$ cat src/hdl/reg_bank.sv
`timescale 1ns/1ps

module reg_bank (
	input  logic        clk,
	input  logic        arst_n,
	input  logic [4:0]  rs_index,
	input  logic [4:0]  rt_index,
	input  logic        wr_en,
	input  logic [4:0]  wr_index,
	input  logic [31:0] wr_data,
	output logic [31:0] rs_value,
	output logic [31:0] rt_value
);

	// r0 has no storage
	logic [31:0] regs [31:1];

	assign rs_value = (rs_index == 5'd0) ? 32'd0 : regs[rs_index];
	assign rt_value = (rt_index == 5'd0) ? 32'd0 : regs[rt_index];

	always_ff @(posedge clk or negedge arst_n) begin
		if (!arst_n) begin
			for (int i = 1; i < 32; i++) begin
				regs[i] <= '0;
			end
		end else if (wr_en && (wr_index != 5'd0)) begin
			regs[wr_index] <= wr_data;
		end
	end

endmodule

$ cat config.mk
export PLATFORM = sky130hd
export DESIGN_NAME = reg_bank
export DESIGN_NICKNAME = d
export VERILOG_FILES = /design/src/hdl/reg_bank.sv
export SDC_FILE = /design/constraint.sdc
export NUM_CORES = 2
export LEC_CHECK = 0
export BUFFER_PORTS_ARGS = -buffer_cell sky130_fd_sc_hd__buf_2
export CORE_MARGIN = 5
export CORE_UTILIZATION = 30
export DETAILED_ROUTE_END_ITERATION = 10
export PLACE_DENSITY_LB_ADDON = 0.15
export SYNTH_ARGS = -nofsm -noshare
export SYNTH_HDL_FRONTEND = slang
export SYNTH_SLANG_ARGS = --single-unit
$ cat constraint.sdc
create_clock -name clk -period 1.7 [get_ports clk]
set_input_delay 0.17 -clock clk [delete_from_list [all_inputs] [get_ports clk]]
set_output_delay 0.17 -clock clk [all_outputs]
set_load 0.01 [all_outputs]
Word level (Yosys, flattened, before mapping)
Index checks and enable logic that the tools add are counted.

word-level totals
  register bits after elaboration = 992
  latch bits = 0
  RAM bits = 0
  ROM bits = 0
  output and inout bits = 64
  memories kept = 0

cells by class
  $add $sub $neg = 0
  multipliers = 0
  divide/modulo/power cells = 0
  $lt $le $gt $ge = 4
  equality and inequality tests = 0
  shift-type cells = 0
  muxes and demuxes = 9
  bitwise gates (word level) = 0
  reductions and logical operators = 5

operator list
  kind                                                  number
  bitwise mux 992 bit                                   1
  binary-select mux 32 bit (select 5 bit)               2
  demux 32 bit (select 5 bit)                           1
  2-to-1 mux 32 bit                                     5
  < comparator 5 x 6 -> 1 bit (second input constant)   3
  logical NOT 5 bit                                     2
  >= comparator 5 x 1 -> 1 bit (second input constant)  1
  nonzero test 5 bit                                    1
  logical AND 1 bit                                     2

Logic depth before layout (Yosys ltp)
  depth after elaboration = 5
  gate-level depth with buffers = 9
  depth with buffers taken out = 4

Worst setup path after synthesis
OpenSTA, ideal clock, no wires.

  kind = input -> output
  start point = in rt_index[1]
  end point = out rt_value[1]
  data arrival time = 1.577 ns
  data required time = 1.530 ns
  path slack = -0.047 ns
  stages = 8
  buffers on the path = 4
  cells stage by stage = buf_6 buf_6 or2_1 buf_6 buf_2 o22ai_1 nor3_1 nor4_1

on the way
  cells in the longest elaborated chain, start to end = 3

ends and longest elaborated chain
  what                                     line  text
  from (decl)                              7     input logic [4:0] rt_index,
  binary-select mux 32 bit (select 5 bit)  19    assign rt_value = (rt_index == 5'd0) ? 32'd0 : regs[rt_index];
  2-to-1 mux 32 bit (implied by the code)  19
  2-to-1 mux 32 bit (*)                    19
  to (decl)                                12    output logic [31:0] rt_value

Mark *: on every way between the ends. The rest lies on a longest branch, timed or not. The select of a mux whose other input is x is not followed.

Final worst setup path
  start point = reg regs[467] (netlist bit)
  end point = out rt_value[19]

on the way
  cells in the longest elaborated chain, start to end = 3

ends and longest elaborated chain
  what                                     line  text
  from (decl)                              16    logic [31:0] regs [31:1];
  from (signal, indexed assignment)        27    regs[wr_index] <= wr_data;
  binary-select mux 32 bit (select 5 bit)  19
  2-to-1 mux 32 bit (implied by the code)  19
  2-to-1 mux 32 bit                        19

Every way passes these cells. The select of a mux whose other input is x is not followed.

==> metrics.txt <==
IO Port Bufs 113; fill count 17069; Hold Crit Class in -> reg; die width 433 um; Overflow after GRT 0; die height 433 um; Worst-Skew Late Latency 0.76 ns; RSZ-0062 raised after global routing true; top cell type by total area after synthesis dfrtp_1; Startpoint Class flip-flop; Synth top area share 46.3%; Synth Cell Area 53600 sq um; Root Buffer clkbuf_16; kind of critical path reg -> out; max reg flops 992; Pleak 0.0305 uW; max incr delay on CP 0.51 ns; Slew Viols, Final 0; vias in the first global route 40003; outcome finished with violations; Post-synth ARST share 100%; CP Max Fanout 2; Mapped Avg Cell Area 13.2 sq um; die area 187000 sq um; Max Clock Freq 374 MHz; syn nets 4102; Seq. cell area 24800 sq um; GRT met3 Usage 2.54%; worst reg2reg path depth 3; largest net degree at the start of global routing 99; fin crit period 2.67 ns; top flop regs regs (992); relative slew slack 52.2%; Post-synth EDFFs 0; Yosys Warn Count 0; CTS tree done; WHS 0.0584 ns; CP top delay family multiplexers; vias per cell 5.38; CP Data Required Time 1.53 ns; period utilisation layout 157%; initial antenna violation count 8; Final Hold Violating Endpoints 0; Starting DRT DRC Count 2341; footprint of the multi-input gates 28200 sq um; Core Rows 155; Clock transition at path regs 0.07 ns; Final Skew 0 ns; Starting Density 30.1%; Pwr per Cell Area 1100 nW/um^2; vias after detailed routing 37556; Ports 114; first drt pass iteration count 5; crit end category output pin; Arrival @ worst endpoint 2.50 ns; most used routing layer met2; ANT nets after route 0; Peak VDD IR 0.813 mV; failing checks negative setup slack; Slew @ Worst Pin 0.715 ns; Global Route Usage Sum 21.3%; post-layout power 75200 uW; first-pass GRT wire length 293 mm; synth unique cells 40; fin worst setup slack -0.972 ns; hold path depth 2; gpl congestion 0.810; reg-to-reg setup timing slack 0.72 ns; H-tree levels 3; cells after synthesis 4052; maxcap violations 0; routing usage on met1 28.4%; Slowest-stage cell, CP mux4_2; Area contributors post-synth dfrtp_1, mux2_2, mux2i_1; share of cells above drive strength 1 51.1%; flip-flop and latch count after synthesis 992; sequential area share after synthesis 46.3%; setup violators final 64; Area Growth Syn to Fin 27.4%; Layout Nets 4573; CP bufs+invs 3; GRT met2 Usage 36.4%; post-DR wirelength/cell 28.8 um; number of cells on the critical path 6; ys flop type dfrtp_1; CTS Buffer Depth 3; Biggest register regs; worst path cell trace buf_6, mux4_2, a211oi_4, buf_4, nor4_4, buf_2; core area 178000 sq um; Remaining DRCs 0; CTS sink count 992; post-DP HPWL 142 mm; Total Wirelength 201 mm; TritonCTS Buffers 116
[cells by family after synthesis]
family / count (synthesis) / synth area share, %
compound gates: 509 / 6.68
buf+inv: 426 / 4.22
flops: 992 / 46.3
mux: 1826 / 39.6
simple gates: 299 / 3.22
[power breakdown]
| group | switching, uW | internal, uW |
|---|---|---|
| registers | 3410 | 28300 |
| logic | 7480 | 9660 |
| clock network | 10900 | 15500 |
[worst paths after layout]
kind                                   from           end
worst max-delay path              regs[467]  rt_value[19]
max in group asynchronous            arst_n     regs[883]
worst min register to register    regs[365]     regs[365]
worst max register to register    regs[433]     regs[433]
worst min-delay path            wr_data[12]     regs[716]
min in group asynchronous            arst_n     regs[923]
[per-layer routing]
layer  up-vias  share of wire, %
met5         -             0.013
met4         4               3.3
met3       277               3.2
met2       741                49
met1     20088                44
li1      16446                 -
[cell type report]
cell class                 instances  area share, %
antenna                            2        0.00733
clock buffer                     168           4.96
clock inverter                    47          0.894
multi-input combinational       2634           41.3
sequential                       992           36.3
tap                             2355           4.31
timing repair buffer             779           12.2
[cell usage in the layout, fill, tap and decap left out, drive strengths merged, types with 25 or more instances in the layout]
cell    Yosys  routed
a211oi     32      32
nor3      161     161
mux2     1056    1056
a22o       31      31
a31oi      31      31
buf       245     772
a22oi      63      63
nor2b      37      37
clkinv      0      25
nor4       32      32
clkbuf    181     168
a221o      63      63
mux2i     641     641
mux4      129     129
a21oi      32      32
o22ai     256     256
dfrtp     992     992
[through the flow]
stage / instance area, sq um / cells / setup slack [ns] / util [%] / setup TNS (ns)
final: 68300 / 6977 / -0.972 / 38.4 / -51.19
after global routing: 68300 / 6976 / -1.05 / 38.4 / -57.62
after CTS: 68100 / 6975 / -1.08 / 38.2 / -56.31
after detailed placement: 63000 / 6766 / -0.828 / 35.4 / -72.64
after global placement: 63000 / 6766 / -0.842 / 35.4 / -72.78
after floorplan: 53800 / 4052 / -0.0193 / - / -0.383
[cells in the mapped netlist (2+ instances only)]
cell type	n
nor4_1	13
a31oi_1	31
buf_2	139
mux4_2	129
nand3_1	2
nor2b_1	37
a211oi_1	32
mux2i_1	641
buf_12	2
nor3b_1	4
dfrtp_1	992
o22ai_1	256
a21oi_1	32
buf_6	19
nand2_1	20
buf_8	4
nor3_1	161
nor4_2	19
a22oi_1	63
and2_1	2
and3b_1	2
buf_4	70
nor2_2	4
mux2_2	1046
clkbuf_1	180
nand3b_1	4
mux2_1	10
nand2b_1	8
nor2_1	14
buf_1	11
a22o_1	31
or2_2	4
a221o_1	63
[timing repair]
item,in CTS,in global routing
hold buffers,7,0
pin swaps,102,27
endpoints found under the setup margin,64,64
gates resized for setup,190,38
buffers inserted,15,2
gates cloned,0,0
endpoints found under the hold margin,1077,0
Power figures use the tool's default switching activity.
