==> src/hdl/mips_ctrl_pkg.sv <==
package mips_ctrl_pkg;

	// ****************************************
	// execute unit functions
	// ****************************************
	typedef enum logic [3:0] {
		ALU_ADD,
		ALU_SUB,
		ALU_AND,
		ALU_OR,
		ALU_XOR,
		ALU_NOR,
		ALU_SLT,
		ALU_SLTU,
		ALU_LUI,
		ALU_NONE
	} alu_op_e;

	typedef enum logic [1:0] {
		SHIFT_SLL,
		SHIFT_SRL,
		SHIFT_SRA,
		SHIFT_NONE
	} shift_op_e;

	typedef enum logic [1:0] {
		BR_NONE,
		BR_EQ,
		BR_NE
	} branch_op_e;

	// ****************************************
	// bus selects
	// ****************************************
	typedef enum logic [1:0] {
		A_RS,
		A_SHAMT
	} a_sel_e;

	typedef enum logic [1:0] {
		B_RT,
		B_IMM_SIGN,
		B_IMM_ZERO
	} b_sel_e;

	// C_NONE means nothing is written back
	typedef enum logic [1:0] {
		C_RESULT,
		C_MEMORY,
		C_PC_PLUS4,
		C_NONE
	} c_sel_e;

	typedef enum logic [1:0] {
		PC_PLUS4,
		PC_BRANCH,
		PC_JUMP,
		PC_REG
	} pc_sel_e;

	typedef enum logic [1:0] {
		MEM_NONE,
		MEM_LOAD,
		MEM_STORE
	} mem_op_e;

endpackage

==> src/hdl/mips_isa_pkg.sv <==
package mips_isa_pkg;

	// ****************************************
	// instruction field positions
	// ****************************************
	localparam int OPCODE_MSB = 31;
	localparam int OPCODE_LSB = 26;
	localparam int RS_MSB     = 25;
	localparam int RS_LSB     = 21;
	localparam int RT_MSB     = 20;
	localparam int RT_LSB     = 16;
	localparam int RD_MSB     = 15;
	localparam int RD_LSB     = 11;
	localparam int FUNCT_MSB  = 5;
	localparam int FUNCT_LSB  = 0;
	localparam int IMM_MSB    = 15;
	localparam int IMM_LSB    = 0;
	localparam int TARGET_MSB = 25;
	localparam int TARGET_LSB = 0;

	// jal writes the return address here
	localparam logic [4:0] LINK_REG = 5'd31;

	// ****************************************
	// primary opcodes
	// ****************************************
	typedef enum logic [5:0] {
		OP_SPECIAL = 6'h00,
		OP_J       = 6'h02,
		OP_JAL     = 6'h03,
		OP_BEQ     = 6'h04,
		OP_BNE     = 6'h05,
		OP_ADDIU   = 6'h09,
		OP_SLTI    = 6'h0a,
		OP_SLTIU   = 6'h0b,
		OP_ANDI    = 6'h0c,
		OP_ORI     = 6'h0d,
		OP_XORI    = 6'h0e,
		OP_LUI     = 6'h0f,
		OP_LW      = 6'h23,
		OP_SW      = 6'h2b
	} opcode_e;

	// function field of SPECIAL
	typedef enum logic [5:0] {
		FN_SLL  = 6'h00,
		FN_SRL  = 6'h02,
		FN_SRA  = 6'h03,
		FN_SLLV = 6'h04,
		FN_SRLV = 6'h06,
		FN_JR   = 6'h08,
		FN_ADDU = 6'h21,
		FN_SUBU = 6'h23,
		FN_AND  = 6'h24,
		FN_OR   = 6'h25,
		FN_XOR  = 6'h26,
		FN_NOR  = 6'h27,
		FN_SLT  = 6'h2a,
		FN_SLTU = 6'h2b
	} funct_e;

endpackage

==> src/hdl/ctrl_if.sv <==
`timescale 1ns/1ps

interface ctrl_if import mips_ctrl_pkg::*; ();

	alu_op_e     alu_op;
	shift_op_e   shift_op;
	branch_op_e  branch_op;
	a_sel_e      a_sel;
	b_sel_e      b_sel;
	c_sel_e      c_sel;
	pc_sel_e     pc_sel;
	mem_op_e     mem_op;
	logic [15:0] imm;
	logic [25:0] jump_target;
	logic [4:0]  rd_index;

	modport dec (
		output alu_op, shift_op, branch_op, a_sel, b_sel, c_sel,
		output pc_sel, mem_op, imm, jump_target, rd_index
	);

	modport fetch (input pc_sel, branch_op, jump_target);

	modport exe (input alu_op, shift_op, a_sel, b_sel, c_sel, branch_op, imm, rd_index);

	modport mem (input mem_op);

endinterface

==> src/hdl/decoder.sv <==
`timescale 1ns/1ps

module decoder import mips_isa_pkg::*; import mips_ctrl_pkg::*; (
	input  logic [31:0] instruction,
	output logic [4:0]  rs_index,
	output logic [4:0]  rt_index,
	ctrl_if.dec         ctl
);

	opcode_e    opcode;
	funct_e     funct;
	logic [4:0] rt_field;
	logic [4:0] rd_field;

	assign opcode   = opcode_e'(instruction[OPCODE_MSB:OPCODE_LSB]);
	assign funct    = funct_e'(instruction[FUNCT_MSB:FUNCT_LSB]);
	assign rs_index = instruction[RS_MSB:RS_LSB];
	assign rt_field = instruction[RT_MSB:RT_LSB];
	assign rd_field = instruction[RD_MSB:RD_LSB];

	assign ctl.imm         = instruction[IMM_MSB:IMM_LSB];
	assign ctl.jump_target = instruction[TARGET_MSB:TARGET_LSB];

	always_comb begin
		// no-op unless the opcode says otherwise
		ctl.alu_op    = ALU_NONE;
		ctl.shift_op  = SHIFT_NONE;
		ctl.branch_op = BR_NONE;
		ctl.a_sel     = A_RS;
		ctl.b_sel     = B_RT;
		ctl.c_sel     = C_NONE;
		ctl.pc_sel    = PC_PLUS4;
		ctl.mem_op    = MEM_NONE;
		ctl.rd_index  = rt_field;
		rt_index      = rt_field;

		case (opcode)
			OP_SPECIAL: begin
				ctl.rd_index = rd_field;
				ctl.c_sel    = C_RESULT;
				case (funct)
					FN_ADDU: ctl.alu_op = ALU_ADD;
					FN_SUBU: ctl.alu_op = ALU_SUB;
					FN_AND:  ctl.alu_op = ALU_AND;
					FN_OR:   ctl.alu_op = ALU_OR;
					FN_XOR:  ctl.alu_op = ALU_XOR;
					FN_NOR:  ctl.alu_op = ALU_NOR;
					FN_SLT:  ctl.alu_op = ALU_SLT;
					FN_SLTU: ctl.alu_op = ALU_SLTU;
					FN_SLL: begin
						ctl.shift_op = SHIFT_SLL;
						ctl.a_sel    = A_SHAMT;
					end
					FN_SRL: begin
						ctl.shift_op = SHIFT_SRL;
						ctl.a_sel    = A_SHAMT;
					end
					FN_SRA: begin
						ctl.shift_op = SHIFT_SRA;
						ctl.a_sel    = A_SHAMT;
					end
					FN_SLLV: ctl.shift_op = SHIFT_SLL;
					FN_SRLV: ctl.shift_op = SHIFT_SRL;
					FN_JR: begin
						// rs | r0 puts the target on the result bus
						rt_index   = 5'd0;
						ctl.alu_op = ALU_OR;
						ctl.c_sel  = C_NONE;
						ctl.pc_sel = PC_REG;
					end
					default: ctl.c_sel = C_NONE;
				endcase
			end
			OP_ADDIU: begin
				ctl.alu_op = ALU_ADD;
				ctl.b_sel  = B_IMM_SIGN;
				ctl.c_sel  = C_RESULT;
			end
			OP_SLTI: begin
				ctl.alu_op = ALU_SLT;
				ctl.b_sel  = B_IMM_SIGN;
				ctl.c_sel  = C_RESULT;
			end
			// sign extended, then compared unsigned
			OP_SLTIU: begin
				ctl.alu_op = ALU_SLTU;
				ctl.b_sel  = B_IMM_SIGN;
				ctl.c_sel  = C_RESULT;
			end
			OP_ANDI: begin
				ctl.alu_op = ALU_AND;
				ctl.b_sel  = B_IMM_ZERO;
				ctl.c_sel  = C_RESULT;
			end
			OP_ORI: begin
				ctl.alu_op = ALU_OR;
				ctl.b_sel  = B_IMM_ZERO;
				ctl.c_sel  = C_RESULT;
			end
			OP_XORI: begin
				ctl.alu_op = ALU_XOR;
				ctl.b_sel  = B_IMM_ZERO;
				ctl.c_sel  = C_RESULT;
			end
			OP_LUI: begin
				ctl.alu_op = ALU_LUI;
				ctl.b_sel  = B_IMM_ZERO;
				ctl.c_sel  = C_RESULT;
			end
			OP_BEQ: begin
				ctl.branch_op = BR_EQ;
				ctl.pc_sel    = PC_BRANCH;
			end
			OP_BNE: begin
				ctl.branch_op = BR_NE;
				ctl.pc_sel    = PC_BRANCH;
			end
			OP_LW: begin
				ctl.alu_op = ALU_ADD;
				ctl.b_sel  = B_IMM_SIGN;
				ctl.c_sel  = C_MEMORY;
				ctl.mem_op = MEM_LOAD;
			end
			OP_SW: begin
				ctl.alu_op = ALU_ADD;
				ctl.b_sel  = B_IMM_SIGN;
				ctl.mem_op = MEM_STORE;
			end
			OP_J: ctl.pc_sel = PC_JUMP;
			OP_JAL: begin
				ctl.pc_sel   = PC_JUMP;
				ctl.c_sel    = C_PC_PLUS4;
				ctl.rd_index = LINK_REG;
			end
			default: ;
		endcase
	end

endmodule

==> src/flat_wrapper.sv <==
// flat-port wrapper written by rule: the top's interface ports become plain ports
module decoder_flat import mips_isa_pkg::*; import mips_ctrl_pkg::*;
  (instruction, rs_index, rt_index, ctl_alu_op, ctl_shift_op, ctl_branch_op, ctl_a_sel, ctl_b_sel, ctl_c_sel, ctl_pc_sel, ctl_mem_op, ctl_imm, ctl_jump_target, ctl_rd_index);
  ctrl_if ctl_i ();
  input  logic [31:0] instruction;
  output logic [4:0] rs_index;
  output logic [4:0] rt_index;
  output wire logic [$bits(ctl_i.alu_op)-1:0] ctl_alu_op;
  output wire logic [$bits(ctl_i.shift_op)-1:0] ctl_shift_op;
  output wire logic [$bits(ctl_i.branch_op)-1:0] ctl_branch_op;
  output wire logic [$bits(ctl_i.a_sel)-1:0] ctl_a_sel;
  output wire logic [$bits(ctl_i.b_sel)-1:0] ctl_b_sel;
  output wire logic [$bits(ctl_i.c_sel)-1:0] ctl_c_sel;
  output wire logic [$bits(ctl_i.pc_sel)-1:0] ctl_pc_sel;
  output wire logic [$bits(ctl_i.mem_op)-1:0] ctl_mem_op;
  output wire logic [$bits(ctl_i.imm)-1:0] ctl_imm;
  output wire logic [$bits(ctl_i.jump_target)-1:0] ctl_jump_target;
  output wire logic [$bits(ctl_i.rd_index)-1:0] ctl_rd_index;
  assign ctl_alu_op = ctl_i.alu_op;
  assign ctl_shift_op = ctl_i.shift_op;
  assign ctl_branch_op = ctl_i.branch_op;
  assign ctl_a_sel = ctl_i.a_sel;
  assign ctl_b_sel = ctl_i.b_sel;
  assign ctl_c_sel = ctl_i.c_sel;
  assign ctl_pc_sel = ctl_i.pc_sel;
  assign ctl_mem_op = ctl_i.mem_op;
  assign ctl_imm = ctl_i.imm;
  assign ctl_jump_target = ctl_i.jump_target;
  assign ctl_rd_index = ctl_i.rd_index;
  decoder u_core (.instruction(instruction), .rs_index(rs_index), .rt_index(rt_index), .ctl(ctl_i));
endmodule
==> config.mk <==
export PLATFORM = sky130hd
export DESIGN_NAME = decoder_flat
export DESIGN_NICKNAME = d
export VERILOG_FILES = /design/src/hdl/mips_ctrl_pkg.sv /design/src/hdl/mips_isa_pkg.sv /design/src/hdl/ctrl_if.sv /design/src/hdl/decoder.sv /design/src/flat_wrapper.sv
export SDC_FILE = /design/constraint.sdc
export NUM_CORES = 1
export LEC_CHECK = 0
export ABC_AREA = 1
export BUFFER_PORTS_ARGS = -buffer_cell sky130_fd_sc_hd__buf_4
export CORE_MARGIN = 3
export CORE_UTILIZATION = 37
export DETAILED_ROUTE_END_ITERATION = 8
export GPL_TIMING_DRIVEN = 0
export MAX_ROUTING_LAYER = met4
export PLACE_DENSITY = 0.82
export SYNTH_ARGS = -nofsm -noshare
export SYNTH_HDL_FRONTEND = slang
export SYNTH_SLANG_ARGS = --single-unit
==> constraint.sdc <==
create_clock -name vclk -period 1
set_input_delay 0.1 -clock vclk [all_inputs]
set_output_delay 0.1 -clock vclk [all_outputs]
set_load 0.03 [all_outputs]
After elaboration in Yosys (flattened, before gate mapping). Cells that the tools add are included.

Eq/ne operators: 26. Muxes and demuxes: 16. Reductions and logical operators: 13.

Operator list (number): $pmux W4 S8 (2); $eq A6 B6 Y1 const B (10); $eq A6 B4 Y1 const B (8); $eq A6 B2 Y1 const B (4); $eq A6 B3 Y1 const B (4); $reduce_or A13 Y1 (1); $logic_not A6 Y1 (2); $pmux W2 S2 (3); $pmux W2 S3 (2); $mux W5 (2); $pmux W5 S2 (1); $reduce_or A2 Y1 (5); $mux W2 (4); $pmux W2 S4 (1); $reduce_or A7 Y1 (1); $reduce_or A3 Y1 (2); $reduce_or A5 Y1 (1); $reduce_or A4 Y1 (1); $mux W1 (1).

Register bits after elaboration: 0. Input port bits: 32. Output and inout bits: 75. Logic and storage cells: 55.

Depth between registers and ports, before layout.
Depth after elaboration: 4. Depth in mapped cells: 9. Mapped depth without buffers: 8.

Least setup slack after synthesis. Ideal clock, no wire load.

Kind: input-to-output. Start: input port instruction[30]. End: output port ctl_alu_op[2]. Arrival time: 1.161 ns. Data required time: 0.900 ns. Path slack: -0.261 ns. Cell stages on the path: 5. Buffers on the path: 0. Path through: nor2_4 -> nand2_1 -> nor2_1 -> nand3_1 -> nand3_1.

Longest elaborated chain between the ends: 3. Elaborated cells on any way between the ends: 12. Those cells by class: eq/ne (9); mux (1); reduce/logical (2).

RTL lines: start: declaration (RTL line flat_wrapper.sv:5) `input logic [31:0] instruction;`; $eq A6 B4 Y1 / $eq A6 B6 Y1 (equally long branches) (RTL line decoder.sv:37) `case (opcode)`; $reduce_or A3 Y1 (no source line); $pmux W4 S8 * (RTL line decoder.sv:37); end: declaration (RTL line flat_wrapper.sv:8) `output wire logic [$bits(ctl_i.alu_op)-1:0] ctl_alu_op;`.

Every way passes the cells marked *; elsewhere a longest branch is shown, timed or not.

Worst setup path after layout. Same ends and word-level chain as after synthesis.

==> metrics.md <==
| Metric | Value |
|---|---|
| Status | `finished, violations left` |
| Failing checks | `setup timing` |
| CP Launch Type | `input pin` |
| Multi-input logic area | `around 700 sq um` |
| Final nets | `325` |
| Layout cells sized above 1 | `0.746` |
| Comb power frac | `1.000` |
| Overall power | `1.05 mW` |
| CP Cell Sequence | `buf_8 > nor2_4 > buf_4 > buf_6 > buf_6 > nand2_1 > nor2_2 > nand3_1 > nand3_2 > buf_6` |
| Most frequent cells in the layout | `130 x buf_4, 25 x buf_6, 20 x inv_1, 20 x nand2_1, 12 x nor2_1` |
| Register area | `0 sq um` |
| Hold slack final | `0.416 ns` |
| Cell variety after synth | `26` |
| Hold Crit Class | `input pin to output port` |
| Final min period | `1.26 ns` |
| Syn-to-layout area delta | `117%` |
| DRT met1 WL | `1.50 mm` |
| Core Area | `2520 sq um` |
| DRC | `0` |
| Site Rows | `18` |
| Cell class contributing the biggest share of worst-path delay | `simple AND/OR/NAND/NOR gates` |
| Fin. Hold Viols | `0` |
| Most frequent CP cell | `buf_6` |
| Post-DP Area | `1800 sq um` |
| Clock Buffer Count | `0` |
| RePlAce Congestion | `a little under 0.9` |
| Static leakage | `1.24 nW` |
| Die Width | `58.1 um` |
| Final period util | `1.26` |
| Antenna Nets Post-Route | `0` |
| Post-synthesis mux area share | `0` |
| Post-Synthesis Cell Area | `roughly 1000 sq um` |
| Critical Path AT | `1.16 ns` |
| Pins Over Slew Limit | `0` |
| Vias in the first global route | `1,323` |
| Largest family of logic cells by synthesized area | `buffers and inverters` |
| Unrepaired setup endpoints after global routing | `yes` |
| Global route total overflow | `0` |
| Setup WS post-layout | `-0.260 ns` |
| Largest cells by area after synthesis | `buf_4 36%, nand2_1 11%, inv_1 9.3%` |
| PwrDens | `480 nW/um^2` |
| Register area share after synthesis | `0` |
| First-pass GRT wire length | `between 5 and 6 mm` |
| FILL cells | `149` |
| Post-DP HPWL | `around 2.6 mm` |
| Seq pwr share | `0` |
| Peak Freq | `a little under 0.8 GHz` |
| CTS hold repair buffers | `0` |
| Critical Path RT | `0.90 ns` |
| PortBufs | `95` |
| Die height | `58.1 um` |
| Syn_nets | `212` |
| Yosys top cell by area | `buf_4` |
| Final WL | `4.13 mm` |
| Starting Density | `0.399` |
| Max_cap viols | `0` |
| Synth Area in Simple Gates | `0.413` |
| Largest net degree at the start of global routing | `9` |
| IO Count | `between 100 and 150` |
| Routed vias | `1,506` |
| Die ar. | `3380 sq um` |
| Final setup vio count | `24` |
| Top sig layer | `met4` |
| Worst-path fanout max | `2` |
| Met3 Routed Length | `~300 um` |
| Sw Ratio | `0.556` |
| DR pass1 iterations | `4` |
| Initial drt markers | `40` |
| Synth Area in Compound Gates | `0.0983` |
| Internal power | `between 0.4 and 0.5 mW` |
| Fin area | `2190 sq um` |
| Met2 WL | `2.24 mm` |
| Yosys warns | `0` |
| Crit path largest cell delay | `0.14 ns` |
| Vias per cell | `about 4.7` |
| Critical Path Slowest Stage Cell | `nor2_2` |
| Initial antenna violation count | `0` |
| Ant diodes | `0` |
| WP buf/inv | `5` |
| Synth Area in Adders | `0` |
| VDD IR max | `0.000445 V` |
| Clock power share | `0` |
| Gr usage total | `0.197` |
| Mapped Cells | `180` |
| Crit path capture type | `output port` |
| Kind of critical path | `input pin to output port` |
| Net switching power | `0.583 mW` |
| WL per Instance | `12.9 um` |
| Syn_area_per_cell | `5.59 sq um` |
| XOR/XNOR share of the synthesized area | `0` |
| Commonest non-fill, non-tap cell in the layout | `buf_4` |
| Seq_cells | `0` |
| Share of the synthesized area in the top cell type | `0.358` |
[layer usage]
metal | GRT usage | vias to the layer above
li1 | - | 739
met1 | 0.233 | 679
met2 | 0.377 | 78
met3 | 0.0156 | 10
met4 | 0.00662 | 0
met5 | - | -
[what timing repair did]
action | CTS | global route
buffers inserted | 12 | 3
gates cloned | 1 | 0
pin swaps | 14 | 8
resized for setup | 48 | 27
setup endpoints to repair | 22 | 25
[worst paths after layout]
check	start	end	slack, ns	cells past startpoint
hold / removal	instruction[23]	rs_index[2]	0.42	2
setup / recovery	instruction[30]	ctl_alu_op[2]	-0.26	10
[power by group through the flow]
| stage | registers, mW | logic, mW | clock network [mW] |
|---|---|---|---|
| 6_report | 0 | 1.05 | 0 |
| 5_1_grt | 0 | 1.10 | 0 |
| 2_1_floorplan | 0 | 0.583 | 0 |
| 3_3_place_gp | 0 | 0.908 | 0 |
| 3_5_place_dp | 0 | 0.914 | 0 |
| 4_1_cts | 0 | 0.991 | 0 |
[synth_stat cells]
library cell / number
o21ai_2: 1
nor2_2: 3
nand2_2: 1
buf_6: 1
conb_1: 1
nand4_2: 1
o21ai_1: 3
nand2_4: 1
nand2_1: 30
a21oi_1: 2
inv_2: 3
nor2_1: 25
inv_1: 25
o211ai_1: 3
buf_4: 48
o21a_1: 1
clkbuf_2: 1
o21ai_0: 3
nand4_1: 4
nand3_1: 13
nor3_1: 1
inv_4: 1
o22ai_1: 2
nor2_8: 1
o21bai_1: 1
nor2_4: 4
[through the flow]
step,setup WS (ns),util,std cells,setup TNS (ns)
finish,-0.260,0.867,321,-4.56
CTS,-0.195,0.823,318,-3.33
global route,-0.323,0.867,321,-5.99
global placement,-0.310,0.713,305,-3.65
detailed placement,-0.314,0.713,305,-3.83
floorplan,-0.234,-,180,-0.386
[layout make-up]
type / instances / area share
inverter: 29 / 0.0567
timing repair buffer: 111 / 0.437
tap: 30 / 0.0172
multi-input combinational: 101 / 0.315
buffer: 50 / 0.173
[logic make-up (layout without fill, tap and decap cells)]
group	after synthesis	after routing
compound gates	16	16
simple gates	84	84
other cells	1	1
buf+inv	79	190
(Power assumes the default switching activity.)
